**src/design/ntm_gate_defs.svh**
```systemverilog
// Width definitions for the NTM output gate datapath
`ifndef NTM_GATE_DEFS_SVH
`define NTM_GATE_DEFS_SVH

////////////////////////////////////////////////////////////////////////////
// Operand format
////////////////////////////////////////////////////////////////////////////

// Operand word, Q8.8 signed
`define NTM_DATA_WIDTH 16

// Fraction bits of one operand
`define NTM_FRAC_BITS 8

////////////////////////////////////////////////////////////////////////////
// Accumulation and sizes
////////////////////////////////////////////////////////////////////////////

// Partial sums at 2^-16 resolution
// 32-bit product plus 8 bits of headroom for up to 255 terms
`define NTM_ACC_WIDTH 40

// Row count and element count fields
`define NTM_SIZE_WIDTH 8

`endif

```
**src/design/ntm_gate_pkg.sv**
```systemverilog
// Data types shared by the dot-product engines, the combiner and the top level
`include "ntm_gate_defs.svh"

package ntm_gate_pkg;

  //////////////////////////////////////////////////////////////////////////
  // Datapath words
  //////////////////////////////////////////////////////////////////////////

  // W, x, U, h and b operands
  // Q8.8 two's complement
  typedef logic signed [`NTM_DATA_WIDTH-1:0] gate_data_t;

  // Row partial sum
  // Exact sum of products, LSB is 2^-16
  typedef logic signed [`NTM_ACC_WIDTH-1:0] gate_acc_t;

  //////////////////////////////////////////////////////////////////////////
  // Control fields
  //////////////////////////////////////////////////////////////////////////

  // Element count per row, or row count per run
  typedef logic [`NTM_SIZE_WIDTH-1:0] gate_size_t;

  // Gate output in Q8.8
  // Unsigned since the hard sigmoid stays within 0 to 1.0 (0 to 256)
  typedef logic [`NTM_DATA_WIDTH-1:0] gate_out_t;

endpackage

```
**src/design/ntm_gate_combiner.sv**
```systemverilog
// Gate combiner with run control, partial sum and bias addition, hard sigmoid and READY
`timescale 1ns/10ps
`include "ntm_gate_defs.svh"

module ntm_gate_combiner (
  // Clock and reset
  input  logic                     CLK,
  input  logic                     RST,

  // Run control
  input  logic                     START,
  input  ntm_gate_pkg::gate_size_t size_rows,
  output logic                     run_start,

  // Partial sums from the two engines
  input  logic                     input_done,
  input  ntm_gate_pkg::gate_acc_t  input_sum,
  input  logic                     recurrent_done,
  input  ntm_gate_pkg::gate_acc_t  recurrent_sum,

  // Bias, one per row
  input  logic                     bias_enable,
  input  ntm_gate_pkg::gate_data_t bias_in,

  // Gate output and end of run
  output logic                     gate_enable,
  output ntm_gate_pkg::gate_out_t  gate_out,
  output logic                     READY
);

  ////////////////////////////////////////////////////////////////////////////
  // Declarations
  ////////////////////////////////////////////////////////////////////////////

  // Two guard bits over the accumulator for the three-term sum
  localparam int Z_WIDTH = `NTM_ACC_WIDTH + 2;

  // z is at 2^-16, z/4 back in Q8.8 needs FRAC_BITS + 2
  localparam int SHIFT = `NTM_FRAC_BITS + 2;

  // 0.5 and 1.0 in Q8.8
  localparam logic signed [Z_WIDTH-1:0] HALF_Q = 2 ** (`NTM_FRAC_BITS - 1);
  localparam logic signed [Z_WIDTH-1:0] ONE_Q  = 2 ** `NTM_FRAC_BITS;

  // Run state
  logic                     busy_q;
  logic                     finish_q;
  ntm_gate_pkg::gate_size_t rows_q;
  ntm_gate_pkg::gate_size_t row_cnt_q;
  ntm_gate_pkg::gate_size_t row_cnt_next;
  logic                     last_row;

  // Held row operands and their valid flags
  ntm_gate_pkg::gate_acc_t  in_sum_q;
  ntm_gate_pkg::gate_acc_t  rec_sum_q;
  ntm_gate_pkg::gate_data_t bias_q;
  logic                     in_valid_q;
  logic                     rec_valid_q;
  logic                     bias_valid_q;
  logic                     all_valid;

  // Sum and activation
  logic signed [Z_WIDTH-1:0] in_ext;
  logic signed [Z_WIDTH-1:0] rec_ext;
  logic signed [Z_WIDTH-1:0] bias_ext;
  logic signed [Z_WIDTH-1:0] z;
  logic signed [Z_WIDTH-1:0] z_scaled;
  ntm_gate_pkg::gate_out_t   sig_value;

  ////////////////////////////////////////////////////////////////////////////
  // Run control
  ////////////////////////////////////////////////////////////////////////////

  // START taken only when idle, so engines sample sizes on the same edge
  assign run_start = START && !busy_q;

  assign all_valid    = in_valid_q && rec_valid_q && bias_valid_q;
  assign row_cnt_next = row_cnt_q + ntm_gate_pkg::gate_size_t'(1);
  assign last_row     = (row_cnt_next == rows_q);

  always_ff @(posedge CLK or posedge RST) begin
    if (RST) begin
      busy_q       <= 1'b0;
      finish_q     <= 1'b0;
      rows_q       <= '0;
      row_cnt_q    <= '0;
      in_valid_q   <= 1'b0;
      rec_valid_q  <= 1'b0;
      bias_valid_q <= 1'b0;
      gate_enable  <= 1'b0;
      READY        <= 1'b0;
    end else begin
      gate_enable <= 1'b0;
      // READY trails the last gate_enable by one cycle
      READY       <= finish_q;
      finish_q    <= 1'b0;

      if (finish_q) begin
        busy_q <= 1'b0;
      end

      if (run_start) begin
        busy_q    <= 1'b1;
        rows_q    <= size_rows;
        row_cnt_q <= '0;
      end

      // Flags drop when the row is emitted, a new arrival sets them again
      in_valid_q   <= (in_valid_q && !all_valid) || input_done;
      rec_valid_q  <= (rec_valid_q && !all_valid) || recurrent_done;
      bias_valid_q <= (bias_valid_q && !all_valid) || (bias_enable && busy_q);

      if (all_valid) begin
        gate_enable <= 1'b1;
        if (last_row) begin
          finish_q  <= 1'b1;
          row_cnt_q <= '0;
        end else begin
          row_cnt_q <= row_cnt_next;
        end
      end
    end
  end

  ////////////////////////////////////////////////////////////////////////////
  // Sum and hard sigmoid
  ////////////////////////////////////////////////////////////////////////////

  assign in_ext   = in_sum_q;
  assign rec_ext  = rec_sum_q;
  assign bias_ext = bias_q;

  // Bias moved from 2^-8 to 2^-16 units
  assign z = in_ext + rec_ext + (bias_ext <<< `NTM_FRAC_BITS);

  // Arithmetic shift floors toward minus infinity
  assign z_scaled = (z >>> SHIFT) + HALF_Q;

  // Clamp to [0, 1.0]
  always_comb begin
    if (z_scaled[Z_WIDTH-1]) begin
      sig_value = '0;
    end else if (z_scaled > ONE_Q) begin
      sig_value = ntm_gate_pkg::gate_out_t'(ONE_Q);
    end else begin
      sig_value = ntm_gate_pkg::gate_out_t'(z_scaled);
    end
  end

  // Operand capture and output word
  always_ff @(posedge CLK) begin
    if (input_done) begin
      in_sum_q <= input_sum;
    end
    if (recurrent_done) begin
      rec_sum_q <= recurrent_sum;
    end
    if (bias_enable && busy_q) begin
      bias_q <= bias_in;
    end
    if (all_valid) begin
      gate_out <= sig_value;
    end
  end

  ////////////////////////////////////////////////////////////////////////////
  // Checks
  ////////////////////////////////////////////////////////////////////////////

  // An engine must not deliver the next row before this row is emitted
  one_sum_per_row: assert property (
    @(posedge CLK) disable iff (RST)
    !((input_done && in_valid_q) || (recurrent_done && rec_valid_q))
  );

  // Emitted gate value stays within 1.0
  gate_in_range: assert property (
    @(posedge CLK) disable iff (RST)
    gate_enable |-> (gate_out <= ntm_gate_pkg::gate_out_t'(ONE_Q))
  );

endmodule

```
**src/design/ntm_output_gate_vector.sv**
```systemverilog
// Output gate top level with input and recurrent dot-product engines feeding the combiner
`timescale 1ns/10ps

module ntm_output_gate_vector (
  // Clock and reset
  input  logic                     CLK,
  input  logic                     RST,

  // Run control
  input  logic                     START,
  output logic                     READY,

  // Run sizes, sampled at an accepted START
  input  ntm_gate_pkg::gate_size_t SIZE_X_IN,
  input  ntm_gate_pkg::gate_size_t SIZE_L_IN,

  // Input path, W row against x
  input  ntm_gate_pkg::gate_data_t W_IN,
  input  ntm_gate_pkg::gate_data_t X_IN,
  input  logic                     X_IN_ENABLE,

  // Recurrent path, U row against h
  input  ntm_gate_pkg::gate_data_t U_IN,
  input  ntm_gate_pkg::gate_data_t H_IN,
  input  logic                     H_IN_ENABLE,

  // Bias, one per row
  input  ntm_gate_pkg::gate_data_t B_IN,
  input  logic                     B_IN_ENABLE,

  // Gate value per row
  output ntm_gate_pkg::gate_out_t  O_OUT,
  output logic                     O_OUT_ENABLE
);

  ////////////////////////////////////////////////////////////////////////////
  // Internal wires
  ////////////////////////////////////////////////////////////////////////////

  // Accepted START to both engines
  logic                    run_start;

  // W.x partial sum
  logic                    input_done;
  ntm_gate_pkg::gate_acc_t input_sum;

  // U.h partial sum
  logic                    recurrent_done;
  ntm_gate_pkg::gate_acc_t recurrent_sum;

  ////////////////////////////////////////////////////////////////////////////
  // Dot-product engines
  ////////////////////////////////////////////////////////////////////////////

  // W(l) . x, SIZE_X_IN elements per row
  ntm_row_dot_product input_product (
    .CLK         (CLK),
    .RST         (RST),
    .run_start   (run_start),
    .size        (SIZE_X_IN),
    .data_enable (X_IN_ENABLE),
    .matrix_in   (W_IN),
    .vector_in   (X_IN),
    .row_done    (input_done),
    .row_sum     (input_sum)
  );

  // U(l) . h, square matrix so SIZE_L_IN elements per row
  ntm_row_dot_product recurrent_product (
    .CLK         (CLK),
    .RST         (RST),
    .run_start   (run_start),
    .size        (SIZE_L_IN),
    .data_enable (H_IN_ENABLE),
    .matrix_in   (U_IN),
    .vector_in   (H_IN),
    .row_done    (recurrent_done),
    .row_sum     (recurrent_sum)
  );

  ////////////////////////////////////////////////////////////////////////////
  // Combiner
  ////////////////////////////////////////////////////////////////////////////

  // Adds both sums and the bias, one output per row, SIZE_L_IN rows
  ntm_gate_combiner gate_combiner (
    .CLK            (CLK),
    .RST            (RST),
    .START          (START),
    .size_rows      (SIZE_L_IN),
    .run_start      (run_start),
    .input_done     (input_done),
    .input_sum      (input_sum),
    .recurrent_done (recurrent_done),
    .recurrent_sum  (recurrent_sum),
    .bias_enable    (B_IN_ENABLE),
    .bias_in        (B_IN),
    .gate_enable    (O_OUT_ENABLE),
    .gate_out       (O_OUT),
    .READY          (READY)
  );

endmodule

```
**src/design/ntm_row_dot_product.sv**
```systemverilog
// Row dot-product engine that accumulates one matrix row against one vector per row
`timescale 1ns/10ps
`include "ntm_gate_defs.svh"

module ntm_row_dot_product (
  // Clock and reset
  input  logic                     CLK,
  input  logic                     RST,

  // Run control
  input  logic                     run_start,
  input  ntm_gate_pkg::gate_size_t size,

  // Element stream, matrix element paired with vector element
  input  logic                     data_enable,
  input  ntm_gate_pkg::gate_data_t matrix_in,
  input  ntm_gate_pkg::gate_data_t vector_in,

  // Row result
  output logic                     row_done,
  output ntm_gate_pkg::gate_acc_t  row_sum
);

  ////////////////////////////////////////////////////////////////////////////
  // Declarations
  ////////////////////////////////////////////////////////////////////////////

  // Full-precision product width
  localparam int PROD_WIDTH = 2 * `NTM_DATA_WIDTH;

  // Elements per row, held for the whole run
  ntm_gate_pkg::gate_size_t size_q;

  // Elements taken so far in this row
  ntm_gate_pkg::gate_size_t count_q;
  ntm_gate_pkg::gate_size_t count_next;

  // Running sum of the row
  ntm_gate_pkg::gate_acc_t  acc_q;
  ntm_gate_pkg::gate_acc_t  acc_next;

  logic signed [PROD_WIDTH-1:0] product;

  // Current pair closes the row
  logic last_elem;

  ////////////////////////////////////////////////////////////////////////////
  // Multiply and accumulate
  ////////////////////////////////////////////////////////////////////////////

  // Q8.8 x Q8.8 gives Q16.16, kept exact
  assign product = matrix_in * vector_in;

  // Sign extend product into the accumulator
  assign acc_next = acc_q + ntm_gate_pkg::gate_acc_t'(product);

  assign count_next = count_q + ntm_gate_pkg::gate_size_t'(1);

  // run_start wins over a stray pair in the same cycle
  assign last_elem = data_enable && !run_start && (count_next == size_q);

  // Control state and accumulator
  always_ff @(posedge CLK or posedge RST) begin
    if (RST) begin
      size_q   <= '0;
      count_q  <= '0;
      acc_q    <= '0;
      row_done <= 1'b0;
    end else begin
      // Single-cycle strobe by default
      row_done <= 1'b0;

      if (run_start) begin
        // New run, take the row length
        size_q  <= size;
        count_q <= '0;
        acc_q   <= '0;
      end else if (data_enable) begin
        if (last_elem) begin
          // Row complete, start the next row clean
          count_q  <= '0;
          acc_q    <= '0;
          row_done <= 1'b1;
        end else begin
          count_q <= count_next;
          acc_q   <= acc_next;
        end
      end
    end
  end

  // Result register, valid with row_done
  always_ff @(posedge CLK) begin
    if (last_elem) begin
      row_sum <= acc_next;
    end
  end

  ////////////////////////////////////////////////////////////////////////////
  // Checks
  ////////////////////////////////////////////////////////////////////////////

  // Element count never passes the latched row length
  // Pairs with no run started push it past a zero length
  count_within_size: assert property (
    @(posedge CLK) disable iff (RST)
    count_q <= size_q
  );

endmodule

```
**config.mk**
```make
export PLATFORM = sky130hd
export DESIGN_NAME = ntm_output_gate_vector
export DESIGN_NICKNAME = d
export VERILOG_FILES = /design/src/design/ntm_gate_pkg.sv /design/src/design/ntm_gate_combiner.sv /design/src/design/ntm_output_gate_vector.sv /design/src/design/ntm_row_dot_product.sv
export VERILOG_INCLUDE_DIRS = /design/src /design/src/design
export SDC_FILE = /design/constraint.sdc
export NUM_CORES = 2
export LEC_CHECK = 0
export BUFFER_PORTS_ARGS = -buffer_cell sky130_fd_sc_hd__clkbuf_2
export CORE_MARGIN = 5
export CORE_UTILIZATION = 65
export DETAILED_ROUTE_END_ITERATION = 8
export GPL_TIMING_DRIVEN = 0
export MAX_ROUTING_LAYER = met4
export PLACE_DENSITY = 0.94
export SLEW_MARGIN = 10
export SYNTH_ARGS = -nofsm -noshare
export SYNTH_HDL_FRONTEND = slang
export SYNTH_SLANG_ARGS = --single-unit
```
**constraint.sdc**
```tcl
create_clock -name CLK -period 6.3 [get_ports CLK]
set_input_delay 0.945 -clock CLK [delete_from_list [all_inputs] [get_ports CLK]]
set_output_delay 0.945 -clock CLK [all_outputs]
set_load 0.005 [all_outputs]
```
; ---- After elaboration in Yosys (flattened, before gate mapping)
; Index checks and enable logic that the tools add are counted.
[classes]
addsub = 8
n_mul = 2
order_cmp = 1
n_eq_ne = 3
muxes = 27
reduce_logical = 22
[op_table]
columns = operator, count
row1 = two-way mux 40 bit, 6
row2 = adder 40 x 32 -> 40 bit, 2
row3 = two-way mux 8 bit, 9
row4 = multiplier 16 x 16 -> 32 bit, 2
row5 = adder 41 x 24 -> 42 bit, 1
row6 = adder 40 x 40 -> 41 bit, 1
row7 = "adder 32 x 9 -> 33 bit, second input constant", 1
row8 = "greater-than comparator 33 x 10 -> 1 bit, second input constant", 1
row9 = "adder 8 x 1 -> 8 bit, second input constant", 3
row10 = equality test 8 bit, 3
row11 = logical AND 1 bit, 11
row12 = two-way mux 1 bit, 11
row13 = two-way mux 9 bit, 1
row14 = nonzero test 2 bit, 4
row15 = logical NOT 1 bit, 3
row16 = logical OR 1 bit, 3
row17 = OR reduction 2 bit, 1
[totals]
reg_bits = 321
inputBits = 102
out_inout_bits = 18
word_cells = 86

; ---- Longest topological paths before layout
[depth]
depth_word = 8
mapped_depth = 28
mapped_depth_nobuf = 27

; ---- Hierarchy
; From an unflattened synthesis, not the netlist that was laid out.
[unflattened]
hier_cells = 3826
hier_area_um2 = 40010.9
[modules_own_cells]
columns = mod, instances, cells_each, area_per_inst_um2, seq_area_each_um2
row1 = ntm_row_dot_product at input_product, 1, 1544, 15818.9, 2627.5
row2 = ntm_row_dot_product at recurrent_product, 1, 1520, 15666.3, 2627.5
row3 = ntm_gate_combiner, 1, 762, 8525.7, 3938.8

; ---- Least setup slack after synthesis
; Ideal clock, no wire load.
[synth_path]
kind = input to register
startpoint = in U_IN[14]
endpoint = reg recurrent_product.acc_q[39]
setup_ps = 121
t_arrival_ps = 7056
t_required_ps = 6179
path_slack_ps = -877
cell_stages = 26
path_buffers = 1
path_cell_list = clkbuf_1 nand2_1 fa_1 inv_1 fa_1 inv_1 fa_1 inv_1 fa_1 fa_1 inv_1 fa_1 inv_1 ha_1 a21o_1 a21o_1 a21oi_1 nand3_1 a211oi_1 and4b_1 o31ai_1 a211oi_1 o31a_1 a21oi_1 xor2_1 a22o_1
[synth_via]
elab_chain_cells = 5
[synth_lines]
columns = item, line
row1 = start: declaration, ntm_output_gate_vector.sv:23  ; input ntm_gate_pkg::gate_data_t U_IN,
row2 = multiplier 16 x 16 -> 32 bit, ntm_row_dot_product.sv:52  ; assign product = matrix_in * vector_in;
row3 = adder 40 x 32 -> 40 bit, ntm_row_dot_product.sv:55  ; assign acc_next = acc_q + ntm_gate_pkg::gate_acc_t'(product);
row4 = via recurrent_product.acc_next[39], ntm_row_dot_product.sv:40  ; ntm_gate_pkg::gate_acc_t acc_next;
row5 = two-way mux 40 bit, ntm_row_dot_product.sv:79  ; if (last_elem) begin
row6 = two-way mux 40 bit, ntm_row_dot_product.sv:78  ; end else if (data_enable) begin
row7 = two-way mux 40 bit, ntm_row_dot_product.sv:73  ; if (run_start) begin
row8 = end signal: assignment, ntm_row_dot_product.sv:86  ; acc_q <= acc_next;
row9 = end: declaration, ntm_row_dot_product.sv:39  ; ntm_gate_pkg::gate_acc_t acc_q;
; The timed path passes the listed nets, and every way through them passes these cells. The select of a mux whose other input is x is not followed.
; A chain may end at the register's enable or synchronous reset.

; ---- Worst setup path after layout
[layout_path]
startpoint = in H_IN[1]
endpoint = reg recurrent_product.acc_q[35]
[layout_via]
elab_chain_cells = 5
[layout_lines]
columns = item, line
row1 = start: declaration, ntm_output_gate_vector.sv:24  ; input ntm_gate_pkg::gate_data_t H_IN,
row2 = multiplier 16 x 16 -> 32 bit, ntm_row_dot_product.sv:52
row3 = adder 40 x 32 -> 40 bit, ntm_row_dot_product.sv:55
row4 = via recurrent_product.acc_next[35], ntm_row_dot_product.sv:40
row5 = two-way mux 40 bit, ntm_row_dot_product.sv:79
row6 = two-way mux 40 bit, ntm_row_dot_product.sv:78
row7 = two-way mux 40 bit, ntm_row_dot_product.sv:73
; The timed path passes the listed nets, and every way through them passes these cells. The select of a mux whose other input is x is not followed.

==> results by group <==
Worst setup path
  • Crit-path max FO: 6
  • WP data required: 6750 ps
  • Critical Path Start: H_IN[1]
  • Setup crit start kind: input port
  • Critical path type: in -> reg
  • Worst EP arrival: 7560 ps
  • Critical R2R Launch: recurrent_product.acc_q[3]
  • Worst Setup End Kind: flip-flop

Synthesis
  • Cell variety after synth: 83
  • Seq cells post-synth: 321
  • Mapped Area: 0.03883 sq mm
  • Top cells by area, synth: fa_1 36%, edfxtp_1 15%, ha_1 9.0%
  • Post-Syn Area per Cell: 10.41 sq um
  • Async SR Flop Fraction: 40.19%
  • Most area-hungry cell type in the Yosys netlist: fa_1
  • Mapped Cells: 3730
  • Synth warn: 0
  • Ys flop type: edfxtp_1
  • Number of flops mapped to enable cells by yosys: 192
  • Top cell type's share of synthesized area: 35.68%
  • Sequential area share after synthesis: 23.16%

Die
  • Die ar.: 0.06472 sq mm
  • I/O pin cnt: 120
  • Die Height: 254.4 um
  • CORE AREA: 0.05913 sq mm
  • Starting Density: 65.67%
  • Die width: 254.4 um
  • Site row count: 89

Clock network
  • Count of hold-fix buffers inserted at cts: 0
  • CTS Sinks: 321
  • H-tree Lvls: 1
  • CTS Buf Count: 26
  • Clock slew seen by the registers of the worst setup and hold paths: 70 ps
  • TritonCTS clock tree: built
  • CTS root buf: clkbuf_16
  • Clock latency on the worst-skew pair: 570 ps
  • CTS max path bufs: 3

Drt
  • Routed WL: 111500 um
  • ANT nets after route: 0
  • DRT iter0 DRCs: 3249
  • Routed len/inst: 23.04 um
  • DRT Pass-1 Iters: 9
  • Drt drc: 0
  • DR vias: 30180
  • Via density: 6.239

Finish
  • Share of cells above drive strength 1: 16.02%
  • Nets: 5112
  • Area grow syn2layout: 17.00%

STA
  • Post-route setup TNS: -23540 ps
  • Setup WS post-layout: -802.7 ps
  • Slew @ Worst Pin: 1263 ps
  • Final setup vio count: 59
  • Fmax: 0.1408 GHz
  • Max-Slew Margin vs Limit: 15.43%
  • Period utilization: 112.7%
  • Fin. max-slew vios: 0
  • Fin crit period: 7103 ps
  • Final hold violations: 0
  • Setup Skew: 12.66 ps
  • RSZ-0062 raised after global routing: true

Placed design
  • Number of I/O port buffers: 119
  • Hpwl dp: 76200 um
  • Routability cong.: 0.9846

Run status
  • Status: complete, but fails checks
  • Failing checks: setup timing

GRT
  • Number of global-route vias before repair: 32470
  • Initial antenna violation count: 5
  • First-pass GRT wire length: 167300 um
  • GRT Overall Usage: 33.78%
  • Pin count of the biggest net entering global routing: 81
  • Gr ovfl total: 0

Min path
  • HP Class: in -> async

Job
  • Max_cap viols: 0
## critical path: stages
cell	delay (ps)
buf_12	110
clkbuf_16	160
buf_6	120
nand2_4	70
inv_2	40
fa_2	550
buf_4	180
fa_1	480
inv_1	50
fa_1	510
inv_1	60
fa_1	500
fa_1	490
inv_1	50
fa_1	500
inv_1	90
ha_4	270
a21oi_2	190
nand3_2	140
a211oi_2	390
and4b_2	330
o31ai_4	310
buf_6	170
a21o_1	140
o21bai_1	100
a21oi_1	230
xnor2_1	140
a22o_1	210
## sequential cells by signal (all words and copies together) (netlist names), 8 cells and up
register	count
recurrent_product.acc_q	40
recurrent_product.size_q	8
gate_combiner.bias_q	16
recurrent_product.count_q	8
input_product.acc_q	40
input_product.count_q	8
gate_combiner.gate_out	16
recurrent_product.row_sum	40
input_product.row_sum	40
input_product.size_q	8
gate_combiner.rec_sum_q	40
gate_combiner.in_sum_q	40
gate_combiner.row_cnt_q	8
## what timing repair did
item	in CTS	in global routing
endpoints found under the hold margin	0	0
buffers inserted	69	79
resized for setup	227	211
setup endpoints to repair	72	77
pin swaps	112	137
gates cloned	4	1
## kinds of logic after synthesis
kind of cell / synth area share, %
XOR/XNOR: 3.628
buffers and inverters: 9.065
AO/OA/AOI/OAI: 7.982
adder cells (fa/ha/maj): 44.70
AND/OR/NAND/NOR: 11.32
multiplexers: 0.1321
other: 0.009658
flip-flops: 23.16
## final cells by class
type,instances,area (sq um)
antenna,7,17.52
buffer,94,1336
clock buffer,33,708.2
clock inverter,15,180.2
fill,3126,13700
inverter,841,3181
multi-input combinational,2479,27600
sequential,321,8996
tap,773,967.2
timing repair buffer,273,2431
timing repair inverter,2,10.01
## synthesized netlist by cell type, drive strengths merged (5+ instances only)
library cell  instances
edfxtp              192
xor2                 52
or3                   7
nor2                 98
clkbuf               87
and3                 21
o21bai               20
o31a                  6
a221oi                5
o211ai               10
and2                238
a31oi                15
o21a                 10
buf                   8
inv                 840
o22ai                 5
o21ai                70
a21o                 55
nand4                19
nor3b                 5
a211oi                8
o31ai                14
nand2b               18
a22o                 81
nand2               392
dfrtp               129
nand3                31
a21oi               103
xnor2               108
fa                  692
nor2b                 7
and4                  7
nor3                 35
ha                  280
## layer usage
metal  wire [um]  part of all wire [%]  global-route usage, %  vias up
met5           0                     0                      -        -
met4        8296                   7.4                  14.70        0
met3       11670                    10                  6.486      754
met2       54040                    48                  54.79     2206
met1       37470                    34                  42.01    14940
li1            -                     -                      -    12280
## path summary, 6_finish.rpt
check                                                to  slack [ps]  cells after the start
min in group CLK             gate_combiner.in_sum_q[21]         420                      0
max in group asynchronous        input_product.acc_q[1]        5070                      3
min                        recurrent_product.count_q[6]         410                      2
max                         recurrent_product.acc_q[35]        -800                     28
max reg2reg                 recurrent_product.acc_q[35]         -70                     25
min reg2reg                  gate_combiner.in_sum_q[21]         420                      0
## layout by cell type, fill, tap and decap left out, types with 27 or more instances in the layout
master / n
edfxtp_1: 192
nor2_1: 93
and2_1: 223
clkbuf_2: 67
xor2_1: 44
buf_4: 121
a21oi_1: 69
nand3_1: 27
fa_2: 27
nand2_1: 366
xnor2_1: 93
dfrtp_1: 127
a21o_1: 55
inv_2: 41
o21ai_0: 50
inv_1: 793
buf_6: 31
ha_1: 257
clkbuf_8: 30
clkbuf_16: 65
a22o_1: 81
clkbuf_1: 31
fa_1: 665
nor3_1: 33
## metrics by stage
stage                     std cells  hold WS, ps  area, sq um  util (%)  worst slack [ps]
after global placement         4628        399.4        41420     70.04             -1294
after detailed placement       4633        376.1        41550     70.26             -1455
after CTS                      4754        415.0        44120     74.61            -479.4
after global routing           4837        420.5        45430     76.83            -932.6
after floorplan                3736        348.8        39850         -            -315.6
final                          4838        409.6        45430     76.83            -802.7
Power is left out: the tool's default activity adds up to more than one toggle a clock period on the data nets, which glitch-free logic cannot reach.
